--- src/verilog/rv_core_pkg.sv ---
/*
 rv core package
 shared widths, RV32 opcode and funct codes, the instruction word
 with its R-type and I-type views, ALU operation codes and the
 structs passed between the decode and execute stages
 */

package rv_core_pkg;

    // data path width
    localparam int XLEN = 32;

    typedef logic [XLEN-1:0] reg_data_t;

    // major opcodes, register and immediate arithmetic
    localparam logic [6:0] OPC_OP     = 7'b0110011;
    localparam logic [6:0] OPC_OP_IMM = 7'b0010011;

    // funct3 codes
    localparam logic [2:0] F3_ADD = 3'b000;
    localparam logic [2:0] F3_SLT = 3'b010;
    localparam logic [2:0] F3_XOR = 3'b100;
    localparam logic [2:0] F3_OR  = 3'b110;
    localparam logic [2:0] F3_AND = 3'b111;

    // funct7 selecting SUB over ADD
    localparam logic [6:0] F7_SUB = 7'b0100000;

    // one instruction word, two field layouts
    typedef union packed {
        struct packed {
            logic [6:0] funct7;
            logic [4:0] rs2;
            logic [4:0] rs1;
            logic [2:0] funct3;
            logic [4:0] rd;
            logic [6:0] opcode;
        } r;
        struct packed {
            logic [11:0] imm12;
            logic [4:0]  rs1;
            logic [2:0]  funct3;
            logic [4:0]  rd;
            logic [6:0]  opcode;
        } i;
    } instr_u;

    typedef enum logic [2:0] {
        ALU_ADD,
        ALU_SUB,
        ALU_AND,
        ALU_OR,
        ALU_XOR,
        ALU_SLT
    } alu_op_e;

    // decode to execute
    typedef struct packed {
        logic      valid;
        logic      illegal;
        alu_op_e   alu_op;
        logic [4:0] rd;
        reg_data_t op_a;
        reg_data_t op_b;
    } dec_op_t;

    // write-back request, also the retirement record
    typedef struct packed {
        logic       we;
        logic [4:0] rd;
        reg_data_t  wdata;
    } wb_req_t;

endpackage
--- src/verilog/int_core.sv ---
/*
 integer execute slice
 decode stage, bypassed register file and execute stage, two
 edges from instruction strobe to retirement or illegal pulse
 */

`timescale 1ns/10ps

module int_core #(
    // 16 for the embedded base
    parameter int NUM_REGS = 32
) (
    input  logic                 clk,
    input  logic                 rst_i,
    input  logic                 instr_valid_i,
    input  rv_core_pkg::instr_u  instr_i,
    output rv_core_pkg::wb_req_t retire_o,
    output logic                 illegal_o
);

    localparam int AW = $clog2(NUM_REGS);

    // id to regs
    logic [AW-1:0]          raddr1;
    logic [AW-1:0]          raddr2;
    // regs to id
    rv_core_pkg::reg_data_t rdata1;
    rv_core_pkg::reg_data_t rdata2;
    // id to ex
    rv_core_pkg::dec_op_t   dec_op;
    // ex to regs
    rv_core_pkg::wb_req_t   wb_req;

    id_stage #(
        .NUM_REGS(NUM_REGS)
    ) i_id_stage (
        .clk          (clk),
        .rst_i        (rst_i),
        .instr_valid_i(instr_valid_i),
        .instr_i      (instr_i),
        .raddr1_o     (raddr1),
        .raddr2_o     (raddr2),
        .rdata1_i     (rdata1),
        .rdata2_i     (rdata2),
        .dec_op_o     (dec_op)
    );

    reg_file #(
        .NUM_REGS(NUM_REGS)
    ) i_reg_file (
        .clk     (clk),
        .rst_i   (rst_i),
        .wb_req_i(wb_req),
        .raddr1_i(raddr1),
        .raddr2_i(raddr2),
        .rdata1_o(rdata1),
        .rdata2_o(rdata2)
    );

    ex_stage i_ex_stage (
        .clk      (clk),
        .rst_i    (rst_i),
        .dec_op_i (dec_op),
        .wb_req_o (wb_req),
        .retire_o (retire_o),
        .illegal_o(illegal_o)
    );

endmodule

--- src/verilog/ex_stage.sv ---
/*
 execute stage
 ALU over the decoded operands, issues the write-back request
 and registers the retirement record and the illegal pulse
 */

`timescale 1ns/10ps

module ex_stage (
    input  logic                 clk,
    input  logic                 rst_i,
    input  rv_core_pkg::dec_op_t dec_op_i,
    output rv_core_pkg::wb_req_t wb_req_o,
    output rv_core_pkg::wb_req_t retire_o,
    output logic                 illegal_o
);

    rv_core_pkg::reg_data_t alu_res;
    logic                   slt_bit;

    // retirement flops, we and illegal reset
    logic                   ret_we_q;
    logic [4:0]             ret_rd_q;
    rv_core_pkg::reg_data_t ret_wdata_q;
    logic                   illegal_q;

    // signed compare for SLT and SLTI
    assign slt_bit = $signed(dec_op_i.op_a) < $signed(dec_op_i.op_b);

    always_comb begin
        case (dec_op_i.alu_op)
            rv_core_pkg::ALU_ADD: alu_res = dec_op_i.op_a + dec_op_i.op_b;
            rv_core_pkg::ALU_SUB: alu_res = dec_op_i.op_a - dec_op_i.op_b;
            rv_core_pkg::ALU_AND: alu_res = dec_op_i.op_a & dec_op_i.op_b;
            rv_core_pkg::ALU_OR:  alu_res = dec_op_i.op_a | dec_op_i.op_b;
            rv_core_pkg::ALU_XOR: alu_res = dec_op_i.op_a ^ dec_op_i.op_b;
            rv_core_pkg::ALU_SLT: alu_res = {{(rv_core_pkg::XLEN-1){1'b0}}, slt_bit};
            default:              alu_res = dec_op_i.op_a + dec_op_i.op_b;
        endcase
    end

    // write-back this cycle, feeds the register file bypass
    assign wb_req_o = '{we: dec_op_i.valid & ~dec_op_i.illegal,
                        rd: dec_op_i.rd,
                        wdata: alu_res};

    always_ff @(posedge clk) begin
        if (rst_i) begin
            ret_we_q  <= 1'b0;
            illegal_q <= 1'b0;
        end else begin
            ret_we_q  <= wb_req_o.we;
            illegal_q <= dec_op_i.valid & dec_op_i.illegal;
        end
    end

    // payload only meaningful with ret_we_q
    always_ff @(posedge clk) begin
        ret_rd_q    <= wb_req_o.rd;
        ret_wdata_q <= wb_req_o.wdata;
    end

    assign retire_o  = '{we: ret_we_q, rd: ret_rd_q, wdata: ret_wdata_q};
    assign illegal_o = illegal_q;

endmodule

--- src/verilog/reg_file.sv ---
/*
 general register file
 x1..x(NUM_REGS-1) storage with one write port and two read ports,
 x0 reads zero, reads of a register being written return the
 write data in the same cycle
 */

`timescale 1ns/10ps

module reg_file #(
    parameter int NUM_REGS = 32
) (
    input  logic                        clk,
    input  logic                        rst_i,
    input  rv_core_pkg::wb_req_t        wb_req_i,
    input  logic [$clog2(NUM_REGS)-1:0] raddr1_i,
    input  logic [$clog2(NUM_REGS)-1:0] raddr2_i,
    output rv_core_pkg::reg_data_t      rdata1_o,
    output rv_core_pkg::reg_data_t      rdata2_o
);

    localparam int AW = $clog2(NUM_REGS);

    // no storage behind x0
    rv_core_pkg::reg_data_t regs_q [1:NUM_REGS-1];

    logic [AW-1:0] waddr;
    logic          wr_en;

    // decoder keeps rd in range for any request with we set
    assign waddr = wb_req_i.rd[AW-1:0];
    assign wr_en = wb_req_i.we && (wb_req_i.rd != 5'd0);

    always_ff @(posedge clk) begin
        if (rst_i) begin
            for (int i = 1; i < NUM_REGS; i++) begin
                regs_q[i] <= '0;
            end
        end else if (wr_en) begin
            regs_q[waddr] <= wb_req_i.wdata;
        end
    end

    // zero first, then write bypass, then storage
    function automatic rv_core_pkg::reg_data_t read_port(input logic [AW-1:0] addr);
        rv_core_pkg::reg_data_t val;
        if (addr == '0) begin
            val = '0;
        end else if (wr_en && (addr == waddr)) begin
            val = wb_req_i.wdata;
        end else begin
            val = regs_q[addr];
        end
        return val;
    endfunction

    // both ports identical
    // reads follow storage and the pending write as well as the address
    always_comb begin
        rdata1_o = read_port(raddr1_i);
        rdata2_o = read_port(raddr2_i);
    end

endmodule

--- src/verilog/id_stage.sv ---
/*
 decode stage
 splits the instruction word, drives the register read addresses
 and registers the decoded operation together with its operands
 */

`timescale 1ns/10ps

module id_stage #(
    parameter int NUM_REGS = 32
) (
    input  logic                        clk,
    input  logic                        rst_i,
    input  logic                        instr_valid_i,
    input  rv_core_pkg::instr_u         instr_i,
    output logic [$clog2(NUM_REGS)-1:0] raddr1_o,
    output logic [$clog2(NUM_REGS)-1:0] raddr2_o,
    input  rv_core_pkg::reg_data_t      rdata1_i,
    input  rv_core_pkg::reg_data_t      rdata2_i,
    output rv_core_pkg::dec_op_t        dec_op_o
);

    localparam int AW = $clog2(NUM_REGS);

    rv_core_pkg::alu_op_e   alu_op_d;
    logic                   illegal_d;
    logic                   use_imm_d;
    logic                   reg_bad_d;
    rv_core_pkg::reg_data_t imm_sext;
    rv_core_pkg::reg_data_t op_b_d;

    // control flops, reset
    logic                   valid_q;
    logic                   illegal_q;
    // payload flops, loaded per instruction
    rv_core_pkg::alu_op_e   alu_op_q;
    logic [4:0]             rd_q;
    rv_core_pkg::reg_data_t op_a_q;
    rv_core_pkg::reg_data_t op_b_q;

    // read addresses straight from the word, rs2 slot unused by I-type
    assign raddr1_o = instr_i.r.rs1[AW-1:0];
    assign raddr2_o = instr_i.r.rs2[AW-1:0];

    // I-type view
    assign imm_sext = {{(rv_core_pkg::XLEN-12){instr_i.i.imm12[11]}}, instr_i.i.imm12};

    always_comb begin
        alu_op_d  = rv_core_pkg::ALU_ADD;
        illegal_d = 1'b0;
        use_imm_d = 1'b0;
        // rd and rs1 sit at the same place in both views
        reg_bad_d = (int'(instr_i.r.rd) >= NUM_REGS) || (int'(instr_i.r.rs1) >= NUM_REGS);
        case (instr_i.r.opcode)
            rv_core_pkg::OPC_OP: begin
                // rs2 only matters for the register form
                reg_bad_d = reg_bad_d || (int'(instr_i.r.rs2) >= NUM_REGS);
                case ({instr_i.r.funct7, instr_i.r.funct3})
                    {7'b0000000, rv_core_pkg::F3_ADD}: alu_op_d = rv_core_pkg::ALU_ADD;
                    {rv_core_pkg::F7_SUB, rv_core_pkg::F3_ADD}: alu_op_d = rv_core_pkg::ALU_SUB;
                    {7'b0000000, rv_core_pkg::F3_SLT}: alu_op_d = rv_core_pkg::ALU_SLT;
                    {7'b0000000, rv_core_pkg::F3_XOR}: alu_op_d = rv_core_pkg::ALU_XOR;
                    {7'b0000000, rv_core_pkg::F3_OR}:  alu_op_d = rv_core_pkg::ALU_OR;
                    {7'b0000000, rv_core_pkg::F3_AND}: alu_op_d = rv_core_pkg::ALU_AND;
                    default: illegal_d = 1'b1;
                endcase
            end
            rv_core_pkg::OPC_OP_IMM: begin
                use_imm_d = 1'b1;
                case (instr_i.i.funct3)
                    rv_core_pkg::F3_ADD: alu_op_d = rv_core_pkg::ALU_ADD;
                    rv_core_pkg::F3_SLT: alu_op_d = rv_core_pkg::ALU_SLT;
                    rv_core_pkg::F3_XOR: alu_op_d = rv_core_pkg::ALU_XOR;
                    rv_core_pkg::F3_OR:  alu_op_d = rv_core_pkg::ALU_OR;
                    rv_core_pkg::F3_AND: alu_op_d = rv_core_pkg::ALU_AND;
                    // shifts and SLTIU not supported
                    default: illegal_d = 1'b1;
                endcase
            end
            default: illegal_d = 1'b1;
        endcase
        // register index beyond the file
        illegal_d = illegal_d || reg_bad_d;
    end

    assign op_b_d = use_imm_d ? imm_sext : rdata2_i;

    always_ff @(posedge clk) begin
        if (rst_i) begin
            valid_q   <= 1'b0;
            illegal_q <= 1'b0;
        end else begin
            valid_q   <= instr_valid_i;
            illegal_q <= instr_valid_i & illegal_d;
        end
    end

    // operands captured with bypassed read data
    always_ff @(posedge clk) begin
        if (instr_valid_i) begin
            alu_op_q <= alu_op_d;
            rd_q     <= instr_i.r.rd;
            op_a_q   <= rdata1_i;
            op_b_q   <= op_b_d;
        end
    end

    assign dec_op_o = '{valid: valid_q, illegal: illegal_q, alu_op: alu_op_q,
                        rd: rd_q, op_a: op_a_q, op_b: op_b_q};

endmodule

--- config.mk ---
export PLATFORM = sky130hd
export DESIGN_NAME = int_core
export DESIGN_NICKNAME = d
export VERILOG_FILES = /design/src/verilog/rv_core_pkg.sv /design/src/verilog/int_core.sv /design/src/verilog/ex_stage.sv /design/src/verilog/reg_file.sv /design/src/verilog/id_stage.sv
export SDC_FILE = /design/constraint.sdc
export NUM_CORES = 2
export LEC_CHECK = 0
export BUFFER_PORTS_ARGS = -buffer_cell sky130_fd_sc_hd__buf_4
export CELL_PAD_IN_SITES_DETAIL_PLACEMENT = 0
export CELL_PAD_IN_SITES_GLOBAL_PLACEMENT = 1
export CORE_UTILIZATION = 40
export CTS_CLUSTER_DIAMETER = 120
export CTS_CLUSTER_SIZE = 30
export DETAILED_ROUTE_END_ITERATION = 8
export PLACE_DENSITY = 0.63
export SLEW_MARGIN = 20
export SYNTH_ARGS = -nofsm -noshare
export SYNTH_HDL_FRONTEND = slang
export SYNTH_SLANG_ARGS = --single-unit
--- constraint.sdc ---
create_clock -name clk -period 6.7 [get_ports clk]
set_input_delay 0.67 -clock clk [delete_from_list [all_inputs] [get_ports clk]]
set_output_delay 0.67 -clock clk [all_outputs]
set_load 0.01 [all_outputs]
---- Word level (Yosys, flattened, before mapping) ----
Memory sizes are Yosys's and may differ from the RTL's.
Index checks and enable logic that the tools add are counted.
word-level totals
  word-level logic and storage cells ...... 70
  bits of input ports ..................... 35
  memories kept ........................... 1
  memory bits (writable) .................. 992
  output and inout port bits .............. 39
  register bits ........................... 113
cells by class
  $lt $le $gt $ge ......................... 1
  eq/ne operators ......................... 18
  muxes and demuxes ....................... 20
  bitwise operators ....................... 7
  reduce and logical (&&, ||, !) cells .... 11
  add/sub/neg operators ................... 2
memory list
  memory             words  bits a word  rd ports  clocked after Yosys merged registers in  wr ports  line            source
  i_reg_file.regs_q  31     32           2         0                                        31        reg_file.sv:25  rv_core_pkg::reg_data_t regs_q [1:NUM_REGS-1];
operators with widths
  kind                                                  count
  2-to-1 mux 32 bit                                     5
  case mux 32 bit (5 select lines)                      1
  adder 32 bit                                          1
  bitwise AND 32 bit                                    1
  < comparator 32 bit                                   1
  OR 32 bit                                             1
  OR reduction 32 bit                                   1
  subtractor 32 bit                                     1
  bitwise XOR 32 bit                                    1
  equality test 10 x 3 -> 1 bit, second input constant  3
  equality test 3 bit, second input constant            5
  case mux 3 bit (5 select lines)                       1
  case mux 3 bit (4 select lines)                       1
  equality test 10 x 2 -> 1 bit, second input constant  1
  equality test 10 x 9 -> 1 bit, second input constant  1
  equality test 5 bit                                   2
  zero test 10 bit                                      1
  zero test 5 bit                                       2
  equality test 3 x 2 -> 1 bit, second input constant   3
  2-to-1 mux 1 bit                                      9
  equality test 7 x 5 -> 1 bit, second input constant   1
  equality test 7 x 6 -> 1 bit, second input constant   1
  case mux 3 bit (2 select lines)                       1
  OR reduction 6 bit                                    1
  other kinds (9)                                       13

---- Logic depth before layout (Yosys ltp) ----
  depth in word-level cells ............... 8
  mapped depth ............................ 16
  depth with buffers taken out ............ 14

---- Hierarchy ----
Synthesis repeated with hierarchy kept, for this count alone.
unflattened totals
  cell total of the unflattened synthesis .. 4944
  area, all modules ....................... 64370.5 µm²
modules (own cells, without submodules)
  module    times used  seq. area each (µm²)  cells an instance  area an instance (µm²)
  reg_file  1           30749.5               3923               55512.0
  ex_stage  1           780.7                 868                6013.3
  id_stage  1           2202.1                153                2845.2

---- Worst setup path before layout ----
OpenSTA, ideal clock, no wires.
  path kind ............................... input port to flip-flop
  start point ............................. in instr_i[15] in the netlist's numbering
  end point ............................... reg i_id_stage.op_a_q[31], data pin
  setup time .............................. 0.272 ns
  stages on the path ...................... 7
  buffers on the path ..................... 3
  data arrival time ....................... 2.994 ns
  slack ................................... 3.434 ns
  data required time ...................... 6.428 ns
  cell sequence ........................... clkbuf_1 -> buf_2 -> buf_1 -> mux4_2 -> mux4_2 -> a211oi_1 -> a211oi_2
on the way
  word-level cells in the longest chain between the ends .. 3
  elaborated cells between the ends (all ways) .. 5
  classes of those cells .................. eq/ne (1); mux (1); reduce/logical (2); memory (1)
ends and longest elaborated chain
  what                                                               line             source
  start: declaration                                                 int_core.sv:16   input rv_core_pkg::instr_u instr_i,
  branches (longest 3 deep; another with memory read (31 x 32 bit))  --
  end signal: assignment                                             id_stage.sv:103  op_a_q <= rdata1_i;
  end: declaration                                                   id_stage.sv:38   rv_core_pkg::reg_data_t op_a_q;
Parallel ways; which one is timed is not known.
A chain may end at the register's enable or synchronous reset.

---- Final worst setup path ----
  start point ............................. reg i_id_stage.op_a_q[14]
  end point ............................... reg i_id_stage.op_b_q[31], data pin
on the way
  word-level cells in the longest chain between the ends .. 5
  elaborated cells between the ends (all ways) .. 6
  classes of those cells .................. add/sub (2); mux (4)
ends and longest elaborated chain
  what                                                      line                                            source
  adder 32 bit / subtractor 32 bit (equally long branches)  ex_stage.sv:32, ex_stage.sv:38, ex_stage.sv:33
  case mux 32 bit (5 select lines) (*)                      ex_stage.sv:31                                  case (dec_op_i.alu_op)
  2-to-1 mux 32 bit (*)                                     reg_file.sv:49                                  end else if (wr_en && (addr == waddr)) begin
  2-to-1 mux 32 bit (*)                                     reg_file.sv:47                                  if (addr == '0) begin
  2-to-1 mux 32 bit (*)                                     id_stage.sv:86                                  assign op_b_d = use_imm_d ? imm_sext : rdata2_i;
  via i_id_stage.op_b_d[31]                                 id_stage.sv:30                                  rv_core_pkg::reg_data_t op_b_d;
  end signal: assignment                                    id_stage.sv:104                                 op_b_q <= op_b_d;
  end: declaration                                          id_stage.sv:39                                  rv_core_pkg::reg_data_t op_b_q;
Mark *: on every way through the listed nets, which the timed path passes. The rest lies on a longest branch.

==> flow_summary.ini <==
[drt]
first_pass_iters = 6
drt_wl_total_um = 227000
drc = 0
vias = 40852
post_drt_via_cell_ratio = 6.46
ant_nets = 0
dr.first_iter.drc_count = 5748
avgRoutedWirePerCell_um = 35.8

[synth]
yosysTopAreaCell = edfxtp_1
ys_seq_area_share_pct = 54.7
synth_edf_count = 1096
synth_seq_cells = 1137
synthFlopType = edfxtp_1
yosysWarnings = 0
synth_area_um2 = 61700
syn_avg_cell_area_um2 = 14.1
async_flop_share_pct = 0
synth_top_area_share_pct = 53.4
synth_area_leaders = edfxtp_1 (53%), mux4_2 (23%), nor2_1 (6.5%)
synthDistinctLibCells = 95
synthCells = 4380

[global_route]
track_usage_pct = 28.9
grt_first_pass_wirelength_um = 316000
antenna_found_initial = 7
grt_max_degree = 78
grt-ovfl-total = 0
grt_pass1_vias = 39899

[placed_design]
io_buffer_count = 73
dp_hpwl_um = 139000
place_congestion = 0.892
place_inst = 6233

[floorplan]
die-area_um2 = 156000
ioPinCount = 74
core-area_um2 = 152000
die_h_um = 395
initial_core_util_pct = 40.4
die_w_um = 395
fp-row-count = 143

[clocking]
postCtsSetupBuffers = 0
cts_max_level = 2
clk_path_buf_depth = 3
cts_resized = 0
cts_tree = done
hold_buffers = 0
clock_latency_ns = 0.73
root_buffer = clkbuf_16
cts_sinks = 1137
cts_buffers = 47
clkSlewWorstSetupHoldPaths_ns = 0.12

[timing]
worstMarginPinSlew_ns = 1.22
fin_skew_ns = 0.0604
rsz0062_at_grt = no
setup-tns-final_ns = 0
slew_violations = 0
slew_headroom_pct = 18.3
setup_violations = 0
finalHoldViolCount = 0
timing.final.crit_share_pct = 68.0
max_freq_mhz = 219
period_needed_ns = 4.56

[finish]
fin_nets = 4387
syn2layout_area_growth_pct = 7.37
final_common_cell = edfxtp_1
drive_gt1_share_pct = 25.6
stdcell_count = 6325
layout_common_cells = edfxtp_1 (1096), nor2_1 (1062), mux4_2 (640)
fillCellCount = 13681

[setup_path]
start_kind = flop
worstPathRequired_ns = 7.08
arrival_ns = 4.94
r2r_cells = 13
worst-setup-path-type = flop to flop
crit_path_top_delay_cell = buf_4
path_max_fanout = 34
slowest_delay_ns = 0.65
path_cells = inv_1 > ha_1 > inv_1 > a21oi_2 > o31ai_1 > a211oi_2 > o21a_2 > a31oi_2 > a211oi_2 > mux2i_1 > a311o_2 > buf_4 > o221ai_1
end_kind = flop

[pwr]
ir_drop_mv = 0.183
p_switching_mw = 5.13
swShare_pct = 32.1
cellPowerDensity_nw_per_um2 = 242
power_frac_clock_pct = 24.2
p_comb_share_pct = 23.4
p_int_mw = 10.9
p_leak_nw = 23.3
power_frac_seq_pct = 52.4

[run_status]
status = completed

[hold_path]
hold_depth = 1
hp-class = primary input to flop

[job]
maxCapViolCount = 0
-- cell usage after synthesis, types with 9 or more instances --
cell	instances
buf_1	39
ha_1	96
a22o_1	17
inv_1	138
o221ai_1	19
a31oi_1	10
nor4_1	14
nand2_1	112
nor2_2	12
o21bai_1	10
a22oi_1	14
nor3_1	21
nor2_4	27
xnor2_1	14
a21oi_1	98
buf_6	9
o22ai_1	39
o211ai_1	13
edfxtp_1	1096
mux2i_1	39
nand3_1	22
dfxtp_1	41
nor2b_1	32
nor2_1	1065
a21o_1	13
buf_2	88
buf_4	11
o21ai_0	85
a221oi_1	11
a211oi_1	49
o31ai_1	10
clkbuf_1	283
mux2_2	12
nand2b_1	40
mux4_2	640
-- stage by stage --
step	worst slack (ns)	utilization, %	power (mW)	hold WS, ns	instance area (um^2)
3_5_place_dp	2.15	42.4	12.2	0.465	64700
2_1_floorplan	3.43	-	10.8	0.346	61800
4_1_cts	2.16	43.4	16.0	0.116	66200
6_report	2.14	43.4	16.0	0.154	66200
5_1_grt	1.92	43.4	16.5	0.123	66200
3_3_place_gp	2.20	42.4	12.2	0.487	64700
-- cells by family (layout without fill, tap and decap cells) --
kind of cell | count (synthesis) | after routing | share of synthesized area (%)
mux | 691 | 691 | 24.2
fa+ha+maj | 98 | 98 | 2.01
compound gates | 471 | 471 | 5.30
simple gates | 1381 | 1381 | 9.45
flops | 1137 | 1137 | 54.7
buf+inv | 580 | 462 | 3.99
xor+xnor | 21 | 21 | 0.298
other cells | 1 | 34 | 0.00608
-- flip-flops by register name (all words and copies together), names as in the netlist, 3 cells and up --
register / cells
i_reg_file.regs_q: 1024
i_ex_stage.ret_wdata_q: 32
i_id_stage.op_a_q: 32
i_id_stage.op_b_q: 32
i_ex_stage.ret_rd_q: 5
i_id_stage.rd_q: 5
i_id_stage.alu_op_q: 3
-- final cells by class --
class                   count  area (um^2)  share of cell area, %
flip-flops and latches   1137        33700                   51.0
multi-input cells        2694        25900                   39.2
well taps                2030         2540                   3.84
repair buffers            230         1950                   2.95
clock buffers              75         1280                   1.94
inverters                 144          541                  0.817
clock inverters            13          199                  0.301
diodes                      2         5.00                0.00756
-- final timing paths --
path                                               to                   from  slack, ns
worst min-delay path               i_id_stage.rd_q[4]            instr_i[11]       0.15
worst max-delay path            i_id_stage.op_b_q[31]  i_id_stage.op_a_q[14]       2.14
worst max register to register  i_id_stage.op_b_q[31]  i_id_stage.op_a_q[14]       2.14
worst min register to register    i_ex_stage.ret_we_q   i_id_stage.illegal_q       0.48
-- critical path: cells and delay by family (launching register included) --
kind / cells / cell delay (ns)
adder cells (fa/ha/maj): 1 / 0.49
multiplexers: 1 / 0.22
flip-flops: 1 / 0.51
buffers and inverters: 3 / 0.93
AO/OA/AOI/OAI: 8 / 2.06
-- layer usage --
metal / global-route usage (%) / wire [um]
met5: 0 / 0
met2: 45.9 / 106000
met1: 39.8 / 87500
met4: 9.46 / 8330
met3: 5.72 / 24400
-- power by group through the flow --
stage                     clock network (mW)  logic (mW)  registers [mW]
after floorplan                            0        2.34            8.47
after global placement                     0        3.67            8.52
final                                   3.87        3.74            8.38
after CTS                               3.92        3.69            8.38
after detailed placement                   0        3.68            8.54
after global routing                    4.10        3.94            8.42
No activity file was read; power rests on OpenSTA's default activity.
